==> src/dps_pkg.sv <==
`default_nettype none

package dps_pkg;

  //--------------------------------------------------------------------
  // Channel counts
  //--------------------------------------------------------------------
  localparam int NUM_DPS   = 4;  // 2 ALCT + 2 DCFEB groups
  localparam int NUM_SENSE = 7;  // Clock inputs watched for activity

  //--------------------------------------------------------------------
  // Phase scales
  //--------------------------------------------------------------------
  localparam int PHASE_W         = 8;     // VME phase width
  localparam int STEP_W          = 11;    // MMCM fine step width
  localparam int STEPS_PER_CYCLE = 1400;  // Fine steps across one 25 ns cycle
  localparam int PHASE_PER_CYCLE = 256;   // VME steps across one cycle

  typedef logic [PHASE_W-1:0] vme_phase_t;  // 0 to 255
  typedef logic [STEP_W-1:0]  fine_step_t;  // 0 to 1399

  // Phaser FSM codes, also reported to VME as sm_vec
  typedef enum logic [2:0] {
    ST_WAIT_MAIN = 3'd0,  // Main PLL not locked
    ST_WAIT_DPS  = 3'd1,  // Phase shift MMCM not locked
    ST_IDLE      = 3'd2,  // Ready for fire
    ST_STEP      = 3'd3,  // Compare position to target
    ST_WAIT_DONE = 3'd4,  // Step issued, waiting on psdone
    ST_UNFIRE    = 3'd5   // At target, waiting on fire release
  } dps_state_t;

  //--------------------------------------------------------------------
  // Phase table, VME phase to nearest fine step
  //--------------------------------------------------------------------
  function automatic fine_step_t phase_to_step(input vme_phase_t phase);
    int scaled;
    scaled = int'(phase) * STEPS_PER_CYCLE + PHASE_PER_CYCLE / 2;  // Round half up
    return fine_step_t'(scaled / PHASE_PER_CYCLE);                 // Max 1395, fits
  endfunction

endpackage

`default_nettype wire
==> src/dps_cmd_if.sv <==
`timescale 1ns/1ps
`default_nettype none

interface dps_cmd_if;

  import dps_pkg::*;

  logic       fire;    // VME set new phase, level
  logic       clear;   // VME reset of current phase, level
  fine_step_t target;  // Fine step goal for the move
  logic       busy;    // Move in progress, level

  // Phase table side, owns the request
  modport map_side (
    output fire,
    output clear,
    output target,
    input  busy
  );

  // Sequencer side, owns the status
  modport phaser_side (
    input  fire,
    input  clear,
    input  target,
    output busy
  );

  // target only reloads while busy is low
  // so a move always sees one fixed goal

endinterface

`default_nettype wire

==> src/clock_ctrl.sv <==
`timescale 1ns/1ps
`default_nettype none

module clock_ctrl (
  input  logic                                       clock,
  input  logic                                       rst_n,
  input  logic                                       lock_main,        // Main PLL lock
  input  logic                                       global_reset_en,  // Re-fire on lock loss
  input  logic [dps_pkg::NUM_DPS-1:0]                dps_fire,         // VME set new phase
  input  logic [dps_pkg::NUM_DPS-1:0]                dps_reset,        // VME reset phase
  input  logic [dps_pkg::NUM_DPS-1:0]                dps_lock,         // Shifter MMCM locks
  input  logic [dps_pkg::NUM_DPS-1:0]                psdone,           // Shifter MMCM done
  input  dps_pkg::vme_phase_t [dps_pkg::NUM_DPS-1:0] dps_phase,        // VME phase 0-255
  input  logic [dps_pkg::NUM_SENSE-1:0]              clock_sense_in,   // Sensed clocks
  output logic                                       global_reset,
  output logic                                       clock_lock_lost_err,
  output logic [dps_pkg::NUM_DPS-1:0]                dps_busy,         // Move in progress
  output logic [dps_pkg::NUM_DPS-1:0]                psen,             // Step enable
  output logic [dps_pkg::NUM_DPS-1:0]                psincdec,         // Step direction
  output dps_pkg::dps_state_t [dps_pkg::NUM_DPS-1:0] dps_sm_vec,       // Phaser states
  output logic [dps_pkg::NUM_SENSE-1:0]              clock_sense_ok    // Clock running
);

  import dps_pkg::*;

  logic run_en;  // Phaser gate from lock control

  dps_cmd_if cmd [NUM_DPS] ();  // One request channel per shifter

  //--------------------------------------------------------------------
  // Reset and lock
  //--------------------------------------------------------------------
  reset_lock_ctrl u_reset_lock_ctrl (
    .clock               (clock),
    .rst_n               (rst_n),
    .lock_main           (lock_main),
    .global_reset_en     (global_reset_en),
    .global_reset        (global_reset),
    .clock_lock_lost_err (clock_lock_lost_err),
    .run_en              (run_en)
  );

  //--------------------------------------------------------------------
  // Phase table and shifters
  //--------------------------------------------------------------------
  phase_step_map u_phase_step_map (
    .clock     (clock),
    .rst_n     (rst_n),
    .dps_fire  (dps_fire),
    .dps_reset (dps_reset),
    .dps_phase (dps_phase),
    .cmd       (cmd)
  );

  genvar i;

  generate
    for (i = 0; i < NUM_DPS; i++) begin : g_dps
      phaser u_phaser (
        .clock    (clock),
        .rst_n    (rst_n),
        .run_en   (run_en),
        .dps_lock (dps_lock[i]),
        .psdone   (psdone[i]),
        .cmd      (cmd[i]),
        .psen     (psen[i]),
        .psincdec (psincdec[i]),
        .sm_vec   (dps_sm_vec[i])
      );

      assign dps_busy[i] = cmd[i].busy;  // Status back to VME
    end
  endgenerate

  //--------------------------------------------------------------------
  // Clock presence
  //--------------------------------------------------------------------
  clock_sense u_clock_sense (
    .clock    (clock),
    .rst_n    (rst_n),
    .sense_in (clock_sense_in),
    .sense_ok (clock_sense_ok)
  );

endmodule

`default_nettype wire

==> src/clock_sense.sv <==
`timescale 1ns/1ps
`default_nettype none

module clock_sense (
  input  logic                          clock,
  input  logic                          rst_n,
  input  logic [dps_pkg::NUM_SENSE-1:0] sense_in,  // Clock inputs to watch
  output logic [dps_pkg::NUM_SENSE-1:0] sense_ok   // Input seen toggling
);

  import dps_pkg::*;

  //--------------------------------------------------------------------
  // Dual edge samples
  //--------------------------------------------------------------------
  logic [NUM_SENSE-1:0] rise_q;  // Taken on rising edge
  logic [NUM_SENSE-1:0] fall_q;  // Taken on falling edge

  always_ff @(posedge clock or negedge rst_n) begin
    if (!rst_n) begin
      rise_q <= '0;
    end else begin
      rise_q <= sense_in;
    end
  end

  always_ff @(negedge clock or negedge rst_n) begin
    if (!rst_n) begin
      fall_q <= '0;
    end else begin
      fall_q <= sense_in;
    end
  end

  //--------------------------------------------------------------------
  // Presence
  //--------------------------------------------------------------------
  // A running copy of the main clock flips between the two half
  // periods, a stuck input gives equal samples
  assign sense_ok = rise_q ^ fall_q;

endmodule

`default_nettype wire

==> src/phaser.sv <==
`timescale 1ns/1ps
`default_nettype none

module phaser (
  input  logic                clock,
  input  logic                rst_n,
  input  logic                run_en,    // Main lock up, global reset off
  input  logic                dps_lock,  // This MMCM locked
  input  logic                psdone,    // MMCM step finished, one cycle
  dps_cmd_if.phaser_side      cmd,       // Fire, clear, target, busy
  output logic                psen,      // MMCM step enable, one cycle
  output logic                psincdec,  // 1 increments phase
  output dps_pkg::dps_state_t sm_vec     // FSM state to VME
);

  import dps_pkg::*;

  //--------------------------------------------------------------------
  // Sequencer state
  //--------------------------------------------------------------------
  dps_state_t state;     // Current FSM state
  fine_step_t position;  // Fine steps applied since last clear
  logic       busy;      // Move in progress
  logic       go_up;     // Target lies above position

  assign go_up = cmd.target > position;

  always_ff @(posedge clock or negedge rst_n) begin
    if (!rst_n) begin
      state    <= ST_WAIT_MAIN;
      position <= '0;
      busy     <= 1'b0;
      psen     <= 1'b0;
      psincdec <= 1'b0;
    end else begin
      psen <= 1'b0;  // Single cycle pulse by default

      if (!run_en) begin
        state <= ST_WAIT_MAIN;  // Main clock gone or reset
        busy  <= 1'b0;
      end else if (cmd.clear) begin
        state    <= ST_WAIT_DPS;  // MMCM is reset, relock first
        position <= '0;           // Phase back to zero
        busy     <= 1'b0;
      end else begin
        case (state)
          ST_WAIT_MAIN: begin
            state <= ST_WAIT_DPS;  // run_en is high here
          end

          ST_WAIT_DPS: begin
            if (dps_lock) begin
              state <= ST_IDLE;
            end
          end

          ST_IDLE: begin
            if (cmd.fire) begin
              state <= ST_STEP;
              busy  <= 1'b1;  // Freezes target in the map
            end
          end

          ST_STEP: begin
            if (position == cmd.target) begin
              state <= ST_UNFIRE;  // Arrived
            end else begin
              psen     <= 1'b1;
              psincdec <= go_up;
              state    <= ST_WAIT_DONE;
              if (go_up) begin
                position <= position + fine_step_t'(1);
              end else begin
                position <= position - fine_step_t'(1);
              end
            end
          end

          ST_WAIT_DONE: begin
            if (psdone) begin
              state <= ST_STEP;  // Next step or finish
            end
          end

          ST_UNFIRE: begin
            if (!cmd.fire) begin
              state <= ST_IDLE;
              busy  <= 1'b0;  // End of move
            end
          end

          default: begin
            state <= ST_WAIT_MAIN;  // Unused codes recover
          end
        endcase
      end
    end
  end

  assign cmd.busy = busy;
  assign sm_vec   = state;

  //--------------------------------------------------------------------
  // Checks
  //--------------------------------------------------------------------
  a_psen_pulse : assert property (
    @(posedge clock) disable iff (!rst_n)
    psen |=> !psen
  ) else $error("psen high on consecutive cycles");

  a_position_range : assert property (
    @(posedge clock) disable iff (!rst_n)
    position <= fine_step_t'(STEPS_PER_CYCLE - 1)
  ) else $error("position beyond one cycle");

endmodule

`default_nettype wire

==> src/phase_step_map.sv <==
`timescale 1ns/1ps
`default_nettype none

module phase_step_map (
  input  logic                                       clock,
  input  logic                                       rst_n,
  input  logic [dps_pkg::NUM_DPS-1:0]                dps_fire,   // VME fire per channel
  input  logic [dps_pkg::NUM_DPS-1:0]                dps_reset,  // VME clear per channel
  input  dps_pkg::vme_phase_t [dps_pkg::NUM_DPS-1:0] dps_phase,  // VME phase per channel
  dps_cmd_if.map_side                                cmd [dps_pkg::NUM_DPS]
);

  import dps_pkg::*;

  genvar ch;

  //--------------------------------------------------------------------
  // Per channel target hold and request routing
  //--------------------------------------------------------------------
  generate
    for (ch = 0; ch < NUM_DPS; ch++) begin : g_chan

      fine_step_t step_lut;  // Table value for current VME phase

      assign step_lut = phase_to_step(dps_phase[ch]);

      // Track the VME phase while idle and freeze during a move
      always_ff @(posedge clock or negedge rst_n) begin
        if (!rst_n) begin
          cmd[ch].target <= '0;  // Matches phaser home position
        end else if (!cmd[ch].busy) begin
          cmd[ch].target <= step_lut;
        end
      end

      assign cmd[ch].fire  = dps_fire[ch];   // Straight through
      assign cmd[ch].clear = dps_reset[ch];  // Straight through

      // Goal must not move under a running phaser
      a_target_hold : assert property (
        @(posedge clock) disable iff (!rst_n)
        cmd[ch].busy |=> $stable(cmd[ch].target)
      ) else $error("target changed during move on channel %0d", ch);

    end
  endgenerate

endmodule

`default_nettype wire

==> src/reset_lock_ctrl.sv <==
`timescale 1ns/1ps
`default_nettype none

module reset_lock_ctrl (
  input  logic clock,
  input  logic rst_n,
  input  logic lock_main,            // Main PLL lock
  input  logic global_reset_en,      // Re-fire reset when lock drops
  output logic global_reset,         // FPGA-wide reset held high until first lock
  output logic clock_lock_lost_err,  // Main lock lost without reset
  output logic run_en                // Gates all phasers
);

  //--------------------------------------------------------------------
  // First-lock latch and global reset
  //--------------------------------------------------------------------
  logic startup_done;  // Sticky once the main PLL has locked
  logic first_lock;    // Lock now or at any time before

  assign first_lock = lock_main | startup_done;

  always_ff @(posedge clock or negedge rst_n) begin
    if (!rst_n) begin
      startup_done <= 1'b0;  // No lock seen yet
      global_reset <= 1'b1;  // Held until first lock
    end else begin
      startup_done <= first_lock;                                     // Latches on first lock
      global_reset <= !first_lock || (!lock_main && global_reset_en);  // Re-fire on loss
    end
  end

  //--------------------------------------------------------------------
  // Status and run enable
  //--------------------------------------------------------------------
  // Lock dropped while reset stays off because re-fire is disabled
  // or the reset register has not caught up yet
  assign clock_lock_lost_err = !global_reset && !lock_main;

  assign run_en = lock_main && !global_reset;  // Phasers may leave WAIT_MAIN

  //--------------------------------------------------------------------
  // Checks
  //--------------------------------------------------------------------
  // Error only has meaning once the clock has locked at least once
  a_no_err_before_lock : assert property (
    @(posedge clock) disable iff (!rst_n)
    !startup_done |-> !clock_lock_lost_err
  ) else $error("lock lost error before first lock");

endmodule

`default_nettype wire

==> config.mk <==
export PLATFORM = sky130hd
export DESIGN_NAME = clock_ctrl
export DESIGN_NICKNAME = d
export VERILOG_FILES = /design/src/dps_pkg.sv /design/src/dps_cmd_if.sv /design/src/clock_ctrl.sv /design/src/clock_sense.sv /design/src/phaser.sv /design/src/phase_step_map.sv /design/src/reset_lock_ctrl.sv
export SDC_FILE = /design/constraint.sdc
export NUM_CORES = 1
export LEC_CHECK = 0
export ABC_AREA = 1
export BUFFER_PORTS_ARGS = -buffer_cell sky130_fd_sc_hd__clkbuf_2
export CORE_MARGIN = 4
export CORE_UTILIZATION = 64
export CTS_CLUSTER_DIAMETER = 80
export DETAILED_ROUTE_END_ITERATION = 16
export GPL_TIMING_DRIVEN = 0
export PLACE_DENSITY = 0.84
export SETUP_SLACK_MARGIN = 0.15
export SYNTH_ARGS = -nofsm -noshare
export SYNTH_HDL_FRONTEND = slang
export SYNTH_SLANG_ARGS = --single-unit
==> constraint.sdc <==
create_clock -name clock -period 3.6 [get_ports clock]
set_input_delay 0.18 -clock clock [delete_from_list [all_inputs] [get_ports clock]]
set_output_delay 0.18 -clock clock [all_outputs]
set_load 0.005 [all_outputs]
==> results of run 1 <==
[registers in the layout, indices dropped and copies added (netlist names)]
register and cells:
g_dps.u_phaser.psincdec 4, g_dps.u_phaser.psen 4, g_dps.u_phaser.position 44, g_dps.u_phaser.cmd.busy 4, u_clock_sense.rise_q 7, u_phase_step_map.cmd.target 44
u_reset_lock_ctrl.startup_done 1, u_clock_sense.fall_q 7, g_dps.u_phaser.sm_vec 12, u_reset_lock_ctrl.global_reset 1
[worst min-delay path, cell delays in order]
cell      delay, ns
clkbuf_2       0.11
inv_2          0.06
nand2_1        0.05
nand2_1        0.05
[cell type report]
class / instances / area, µm² / share of cell area, %
Buffer: 20 / 125 / 0.674
Timing Repair Buffer: 128 / 896 / 4.83
Tap cell: 324 / 405 / 2.18
Clock buffer: 19 / 433 / 2.33
Inverter: 476 / 1790 / 9.62
Clock inverter: 13 / 236 / 1.27
Sequential cell: 128 / 3200 / 17.3
Multi-Input combinational cell: 1519 / 11500 / 61.8
[worst paths after layout]
path	from	end	cells after the start
min in group asynchronous	rst_n	u_clock_sense.rise_q[5]	2
max	dps_phase[14]	u_phase_step_map.cmd[1].target[9]	22
max in group asynchronous	rst_n	u_clock_sense.fall_q[4]	3
min reg2reg	u_reset_lock_ctrl.startup_done	u_reset_lock_ctrl.startup_done	1
max reg2reg	g_dps[0].u_phaser.position[10]	g_dps[0].u_phaser.position[4]	14
min	lock_main	u_reset_lock_ctrl.global_reset	4
[synth_stat cells, types with 12 or more instances]
master,number,area share (%)
nand2_1,528,13
inv_1,467,11
ha_1,252,20
nand3_1,130,4.1
dfrtp_1,120,19
o21ai_0,105,3.3
a21oi_1,96,3.1
nor2_1,91,2.2
fa_1,88,11
nand4_1,36,1.4
o22ai_1,22,0.88
xor2_1,19,1.1
nor2_2,17,0.68
nor3_1,16,0.51
buf_4,12,0.57
nor2_4,12,0.86
xnor2_1,12,0.67
[stage by stage]
step | hold slack, ns | total power [mW] | instance area, µm² | setup TNS [ns] | setup slack (ns)
CTS | 0.00935 | 13.3 | 17600 | 0 | 0.151
finish | 0.0254 | 14.8 | 18600 | 0 | 0.181
detailed placement | 0.164 | 11.1 | 16800 | -6.86 | -0.423
global route | 0.0314 | 16.3 | 18600 | 0 | 0.0297
floorplan | -0.116 | 9.43 | 15900 | 0 | 0.145
global placement | 0.301 | 10.7 | 16800 | -13.69 | -1.38
[kinds of logic after synthesis]
kind of cell,Yosys count,share of synthesized area (%)
compound gates,283,10.1
xor+xnor,34,2.11
fa+ha+maj,340,31.3
buf+inv,496,12.2
flops,128,20.4
simple gates,862,24.0
[per-layer routing]
layer / track usage, % / routed length, µm / vias to the layer above
met5: 0 / 0 / -
met4: 7.79 / 879 / 0
met3: 3.97 / 1820 / 79
met2: 47.7 / 19300 / 414
met1: 33.6 / 15700 / 6826
li1: - / - / 7146
[timing repair]
action,CTS,global route
setup endpoints to repair,8,42
resized for setup,5,218
hold buffers,10,0
pin swaps,2,86
buffers inserted,1,25
endpoints found under the hold margin,56,0
[power breakdown]
| part | switching (mW) | total [mW] | internal, mW | leakage (nW) |
|---|---|---|---|---|
| sequential | 0.217 | 2.04 | 1.83 | 1.63 |
| clock | 0.700 | 2.00 | 1.30 | 0.321 |
| combinational | 6.64 | 10.8 | 4.14 | 7.86 |
| total | 7.56 | 14.8 | 7.27 | 9.81 |
==> results.json, run 1 <==
{
  "crit_path_top_delay_cell": "fa_1",
  "grt_start_max_net_pins": 76,
  "area_growth_pct": 18.1,
  "dieArea_um2": 27100,
  "crit_chain": "buf_4 -> ha_1 -> inv_1 -> fa_1 -> inv_1 -> fa_1 -> inv_2 -> fa_1 -> inv_2 -> ha_4 -> nand2_4 -> inv_1 -> nand2_1 -> nand2_2 -> a21oi_2 -> xor2_2 -> buf_4 -> nor2_4 -> nand3_1 -> nand2_1 -> nand2_1 -> nand2_1",
  "drv_cap": 0,
  "root_buffer": "clkbuf_16",
  "setup_viol_count_final": 0,
  "row_count": 57,
  "antenna_found_initial": 0,
  "grtUsageTotal_pct": 26.7,
  "grt_pass1_vias": 13700,
  "skew_ns": 0.0118,
  "peakVddDrop_mv": 0.447,
  "clock-sinks": 128,
  "final_antenna_net_count": 0,
  "diodes": 0,
  "routedWlPerCell_um": 14.4,
  "dr.pass1.iters": 7,
  "fin_crit_ns": 3.42,
  "die_y_um": 165,
  "crit_family": "adder cells",
  "die_w_um": 165,
  "status": "completed",
  "synthCells": 2143,
  "gp_congestion": 0.913,
  "drt_wl_total_um": 37800,
  "start_util_pct": 64.8,
  "arrival_ns": 3.73,
  "worst-setup-path-type": "input port to register",
  "p_per_area_nw_per_um2": 799,
  "vias": 14500,
  "cts_tree": "done",
  "viasPerCell": 5.51,
  "fmax_mhz": 293,
  "grt_pass1_wl_um": 60400,
  "drc_errors": 0,
  "place_hpwl_um": 28000,
  "synth.distinct_cells": 48,
  "crit_path_frequent_cell": "nand2_1",
  "hold_path_class": "input port to register",
  "layout-drive-gt1-share_pct": 17.1,
  "avgSynthCellArea_um2": 7.33,
  "final_nets": 2689,
  "synth_edf_count": 0,
  "synth_area_um2": 15700,
  "setup.worst_path.start_class": "input port",
  "num-fill-cells": 1693,
  "hold_viol": 0,
  "layout_common_cells": "476 x nand2_1, 447 x inv_1, 213 x ha_1",
  "synth.net_count": 2542,
  "slew_headroom_pct": 65.8,
  "drt_iter0_drc": 949,
  "synth_flop_cell": "dfrtp_1",
  "final_util_pct": 76.6,
  "ios": 92,
  "numCtsBuffers": 17,
  "end_kind": "register",
  "finalCritPeriodShare_pct": 95.0,
  "placed_cells": 2559,
  "clk_latency_ns": 0.42,
  "yosysSeqAreaShare_pct": 20.4,
  "final_max_slew_viol_count": 0,
  "synth-seq-cells": 128,
  "max_stage_delay_ns": 0.53,
  "tightestPinTransition_ns": 0.512,
  "critical_path.max_fanout": 6,
  "rsz0062_at_grt": "yes",
  "mostFrequentLayoutCell": "nand2_1",
  "leakage_nw": 9.81,
  "yosys_warnings": 0,
  "async_reset_ff_share_pct": 100,
  "clk_pin_slew_ns": 0.07,
  "fin_cells": 2627,
  "cts.htree.levels": 4,
  "required_ns": 3.91,
  "io_buffers": 91,
  "cp_num_buf_inv": 7,
  "rrSetupSlack_ns": 0.35,
  "grt_remaining_overflow": 0,
  "clk_path_buf_depth": 2,
  "core-area_um2": 24200
}
No activity file was read; power rests on OpenSTA's default activity.
==> run 2: changes to the inputs <==
BUFFER_PORTS_ARGS = -buffer_cell sky130_fd_sc_hd__buf_4   (was -buffer_cell sky130_fd_sc_hd__clkbuf_2)
==> run 2 against run 1 <==
- setup slack better by 0.041 ns
- cell area up 0.55%
- routed wire length down 2.3%
- clock skew up 0.0045 ns
- count of clock-buffer cells in the layout down 1
- sequential share of layout area down 0.095 points
- first-iteration DRC count down 0.95%
- fmax up 1.2%
- power down 0.87%
- die area unchanged
- sequential power about the same
- largest cell class unchanged
- largest power group unchanged
==> results.json, run 2 (synthesis results as in run 1) <==
{
  "clk_path_buf_depth": 2,
  "intPower_mw": 7.10,
  "crit_family": "adder cells",
  "drt_wl_total_um": 36900,
  "crit_chain": "buf_6 -> ha_4 -> inv_1 -> fa_1 -> inv_1 -> fa_1 -> inv_2 -> fa_1 -> inv_2 -> ha_4 -> buf_6 -> nand2_8 -> inv_4 -> nand3_2 -> nand2_1 -> nand2_1 -> nand2_2 -> nor2_4 -> inv_2 -> nor2_4 -> nand4_1 -> nand3_1 -> nand2_1",
  "setup_viol_count_final": 0,
  "clk_latency_ns": 0.44,
  "num-fill-cells": 1721,
  "grt_start_max_net_pins": 77,
  "gp_congestion": 0.909,
  "grt_remaining_overflow": 0,
  "viasPerCell": 5.47,
  "power_switching_share_pct": 51.7,
  "die_y_um": 165,
  "combPwrFrac_pct": 73.7,
  "final_nets": 2681,
  "fmax_mhz": 296,
  "fin_crit_ns": 3.38,
  "grt_pass1_wl_um": 59800,
  "area_growth_pct": 18.8,
  "crit_path_top_delay_cell": "fa_1",
  "diodes": 0,
  "multi_input_area_um2": 11500,
  "leakage_nw": 9.84,
  "layout-drive-gt1-share_pct": 16.9,
  "rsz0062_at_grt": "yes",
  "die_w_um": 165,
  "drv_cap": 0,
  "final_util_pct": 77.0,
  "worst-setup-path-type": "input port to register",
  "grtUsageTotal_pct": 26.3,
  "critical_path.max_fanout": 5,
  "clkPwrFrac_pct": 12.4,
  "postPlaceCellArea_um2": 17000,
  "arrival_ns": 3.70,
  "hold_path_class": "input port to register",
  "place_hpwl_um": 28200,
  "clock-sinks": 128,
  "layout_common_cells": "466 x nand2_1, 450 x inv_1, 222 x ha_1",
  "final_max_slew_viol_count": 0,
  "cts_tree": "done",
  "clk_pin_slew_ns": 0.07,
  "drt_iter0_drc": 940,
  "start_util_pct": 64.8,
  "dpl_worst_slack_ns": -0.311,
  "fin_cells": 2619,
  "power_frac_seq_pct": 13.9,
  "routedWlPerCell_um": 14.1,
  "final_cell_area_um2": 18700,
  "worst_slack_ns": 0.223,
  "placed_cells": 2559,
  "setup.worst_path.start_class": "input port",
  "slew_headroom_pct": 67.1,
  "required_ns": 3.92,
  "io_buffers": 91,
  "finalCritPeriodShare_pct": 93.8,
  "skew_ns": 0.0163,
  "cp_num_buf_inv": 8,
  "p_switching_mw": 7.61,
  "cts.htree.levels": 4,
  "antenna_found_initial": 0,
  "p_per_area_nw_per_um2": 788,
  "mostFrequentLayoutCell": "nand2_1",
  "peakVddDrop_mv": 0.435,
  "ios": 92,
  "drc_errors": 0,
  "vias": 14300,
  "tightestPinTransition_ns": 0.494,
  "core-area_um2": 24200,
  "final_antenna_net_count": 0,
  "dr.pass1.iters": 5,
  "hold_viol": 0,
  "p_total_mw": 14.7,
  "end_kind": "register",
  "root_buffer": "clkbuf_16",
  "max_stage_delay_ns": 0.54,
  "row_count": 57,
  "grt_pass1_vias": 13900,
  "status": "completed",
  "dieArea_um2": 27100,
  "regArea_um2": 3200,
  "numCtsBuffers": 17
}
run 2: changes by cell type in the layout (fill, tap and decap cells not counted), moves of 4 or more:
cell	delta
buf_4	+64
clkbuf_2	-63
ha_1	+9
buf_2	-7
nand2_1	-10
ha_2	-6
nand3_2	+5
nand3_1	-6
inv_2	-4
inv_6	+5
nand2_2	+9
dlygate4sd3_1	+4
clkbuf_4	-5
run 2: per-layer routing:
metal | wire length, µm | GRT usage, % | up-vias
li1 | - | - | 7127
met3 | 1600 | 3.74 | 44
met4 | 535 | 6.16 | 0
met5 | 0 | 0 | -
met2 | 19000 | 47.6 | 364
met1 | 15800 | 33.2 | 6801
run 2: what timing repair did:
item                                    CTS  global route
hold buffers                             14             0
setup buffers                             0            14
endpoints found under the setup margin    0            35
resized for setup                         0           173
hold endpoints to repair                 57             0
run 2: power groups by stage:
stage | Clock (mW) | Sequential (mW) | Combinational, mW
after global routing | 1.89 | 2.09 | 12.2
after floorplan | 0 | 1.99 | 7.43
after global placement | 0 | 2.05 | 8.73
final | 1.82 | 2.05 | 10.8
after detailed placement | 0 | 2.06 | 9.10
after CTS | 1.83 | 2.04 | 9.23
run 2: cell type report:
cell class	instances	area share, %
tap	324	2.17
clock inverter	14	0.952
clock buffer	18	2.30
multi-input combinational	1519	61.8
buffer	20	0.670
sequential	128	17.2
timing repair buffer	120	5.34
inverter	476	9.59
run 2: worst paths after layout:
path	startpoint	endpoint	slack, ns	cells past startpoint
setup reg to reg	g_dps[3].u_phaser.position[10]	g_dps[3].u_phaser.position[8]	0.40	17
hold / removal	dps_reset[0]	g_dps[0].u_phaser.sm_vec[1]	0.02	2
max in group asynchronous	rst_n	u_clock_sense.fall_q[4]	0.86	3
min in group asynchronous	rst_n	u_clock_sense.rise_q[5]	0.25	2
setup / recovery	dps_phase[27]	u_phase_step_map.cmd[3].target[9]	0.22	23
hold reg to reg	u_reset_lock_ctrl.startup_done	u_reset_lock_ctrl.startup_done	0.47	1
run 2: per-stage QoR:
stage	setup TNS [ns]	hold WS, ns
CTS	0	0.0113
finish	0	0.0210
global route	0	0.0251
detailed placement	-5.20	0.159
global placement	-3.19	0.298
floorplan	0	-0.116
run 2: worst reg2reg max path: stages, from the launching register on:
cell	delay, ns
dfrtp_1	0.35
inv_1	0.07
ha_1	0.30
nand2_1	0.07
nor2_1	0.14
nand2_1	0.10
nor2_1	0.18
nand2_1	0.11
nand2_1	0.11
nand2_2	0.20
ha_4	0.37
inv_1	0.05
o21ai_0	0.23
a31oi_1	0.12
o21ai_0	0.30
nand2_1	0.11
a21oi_1	0.15
o22ai_1	0.11
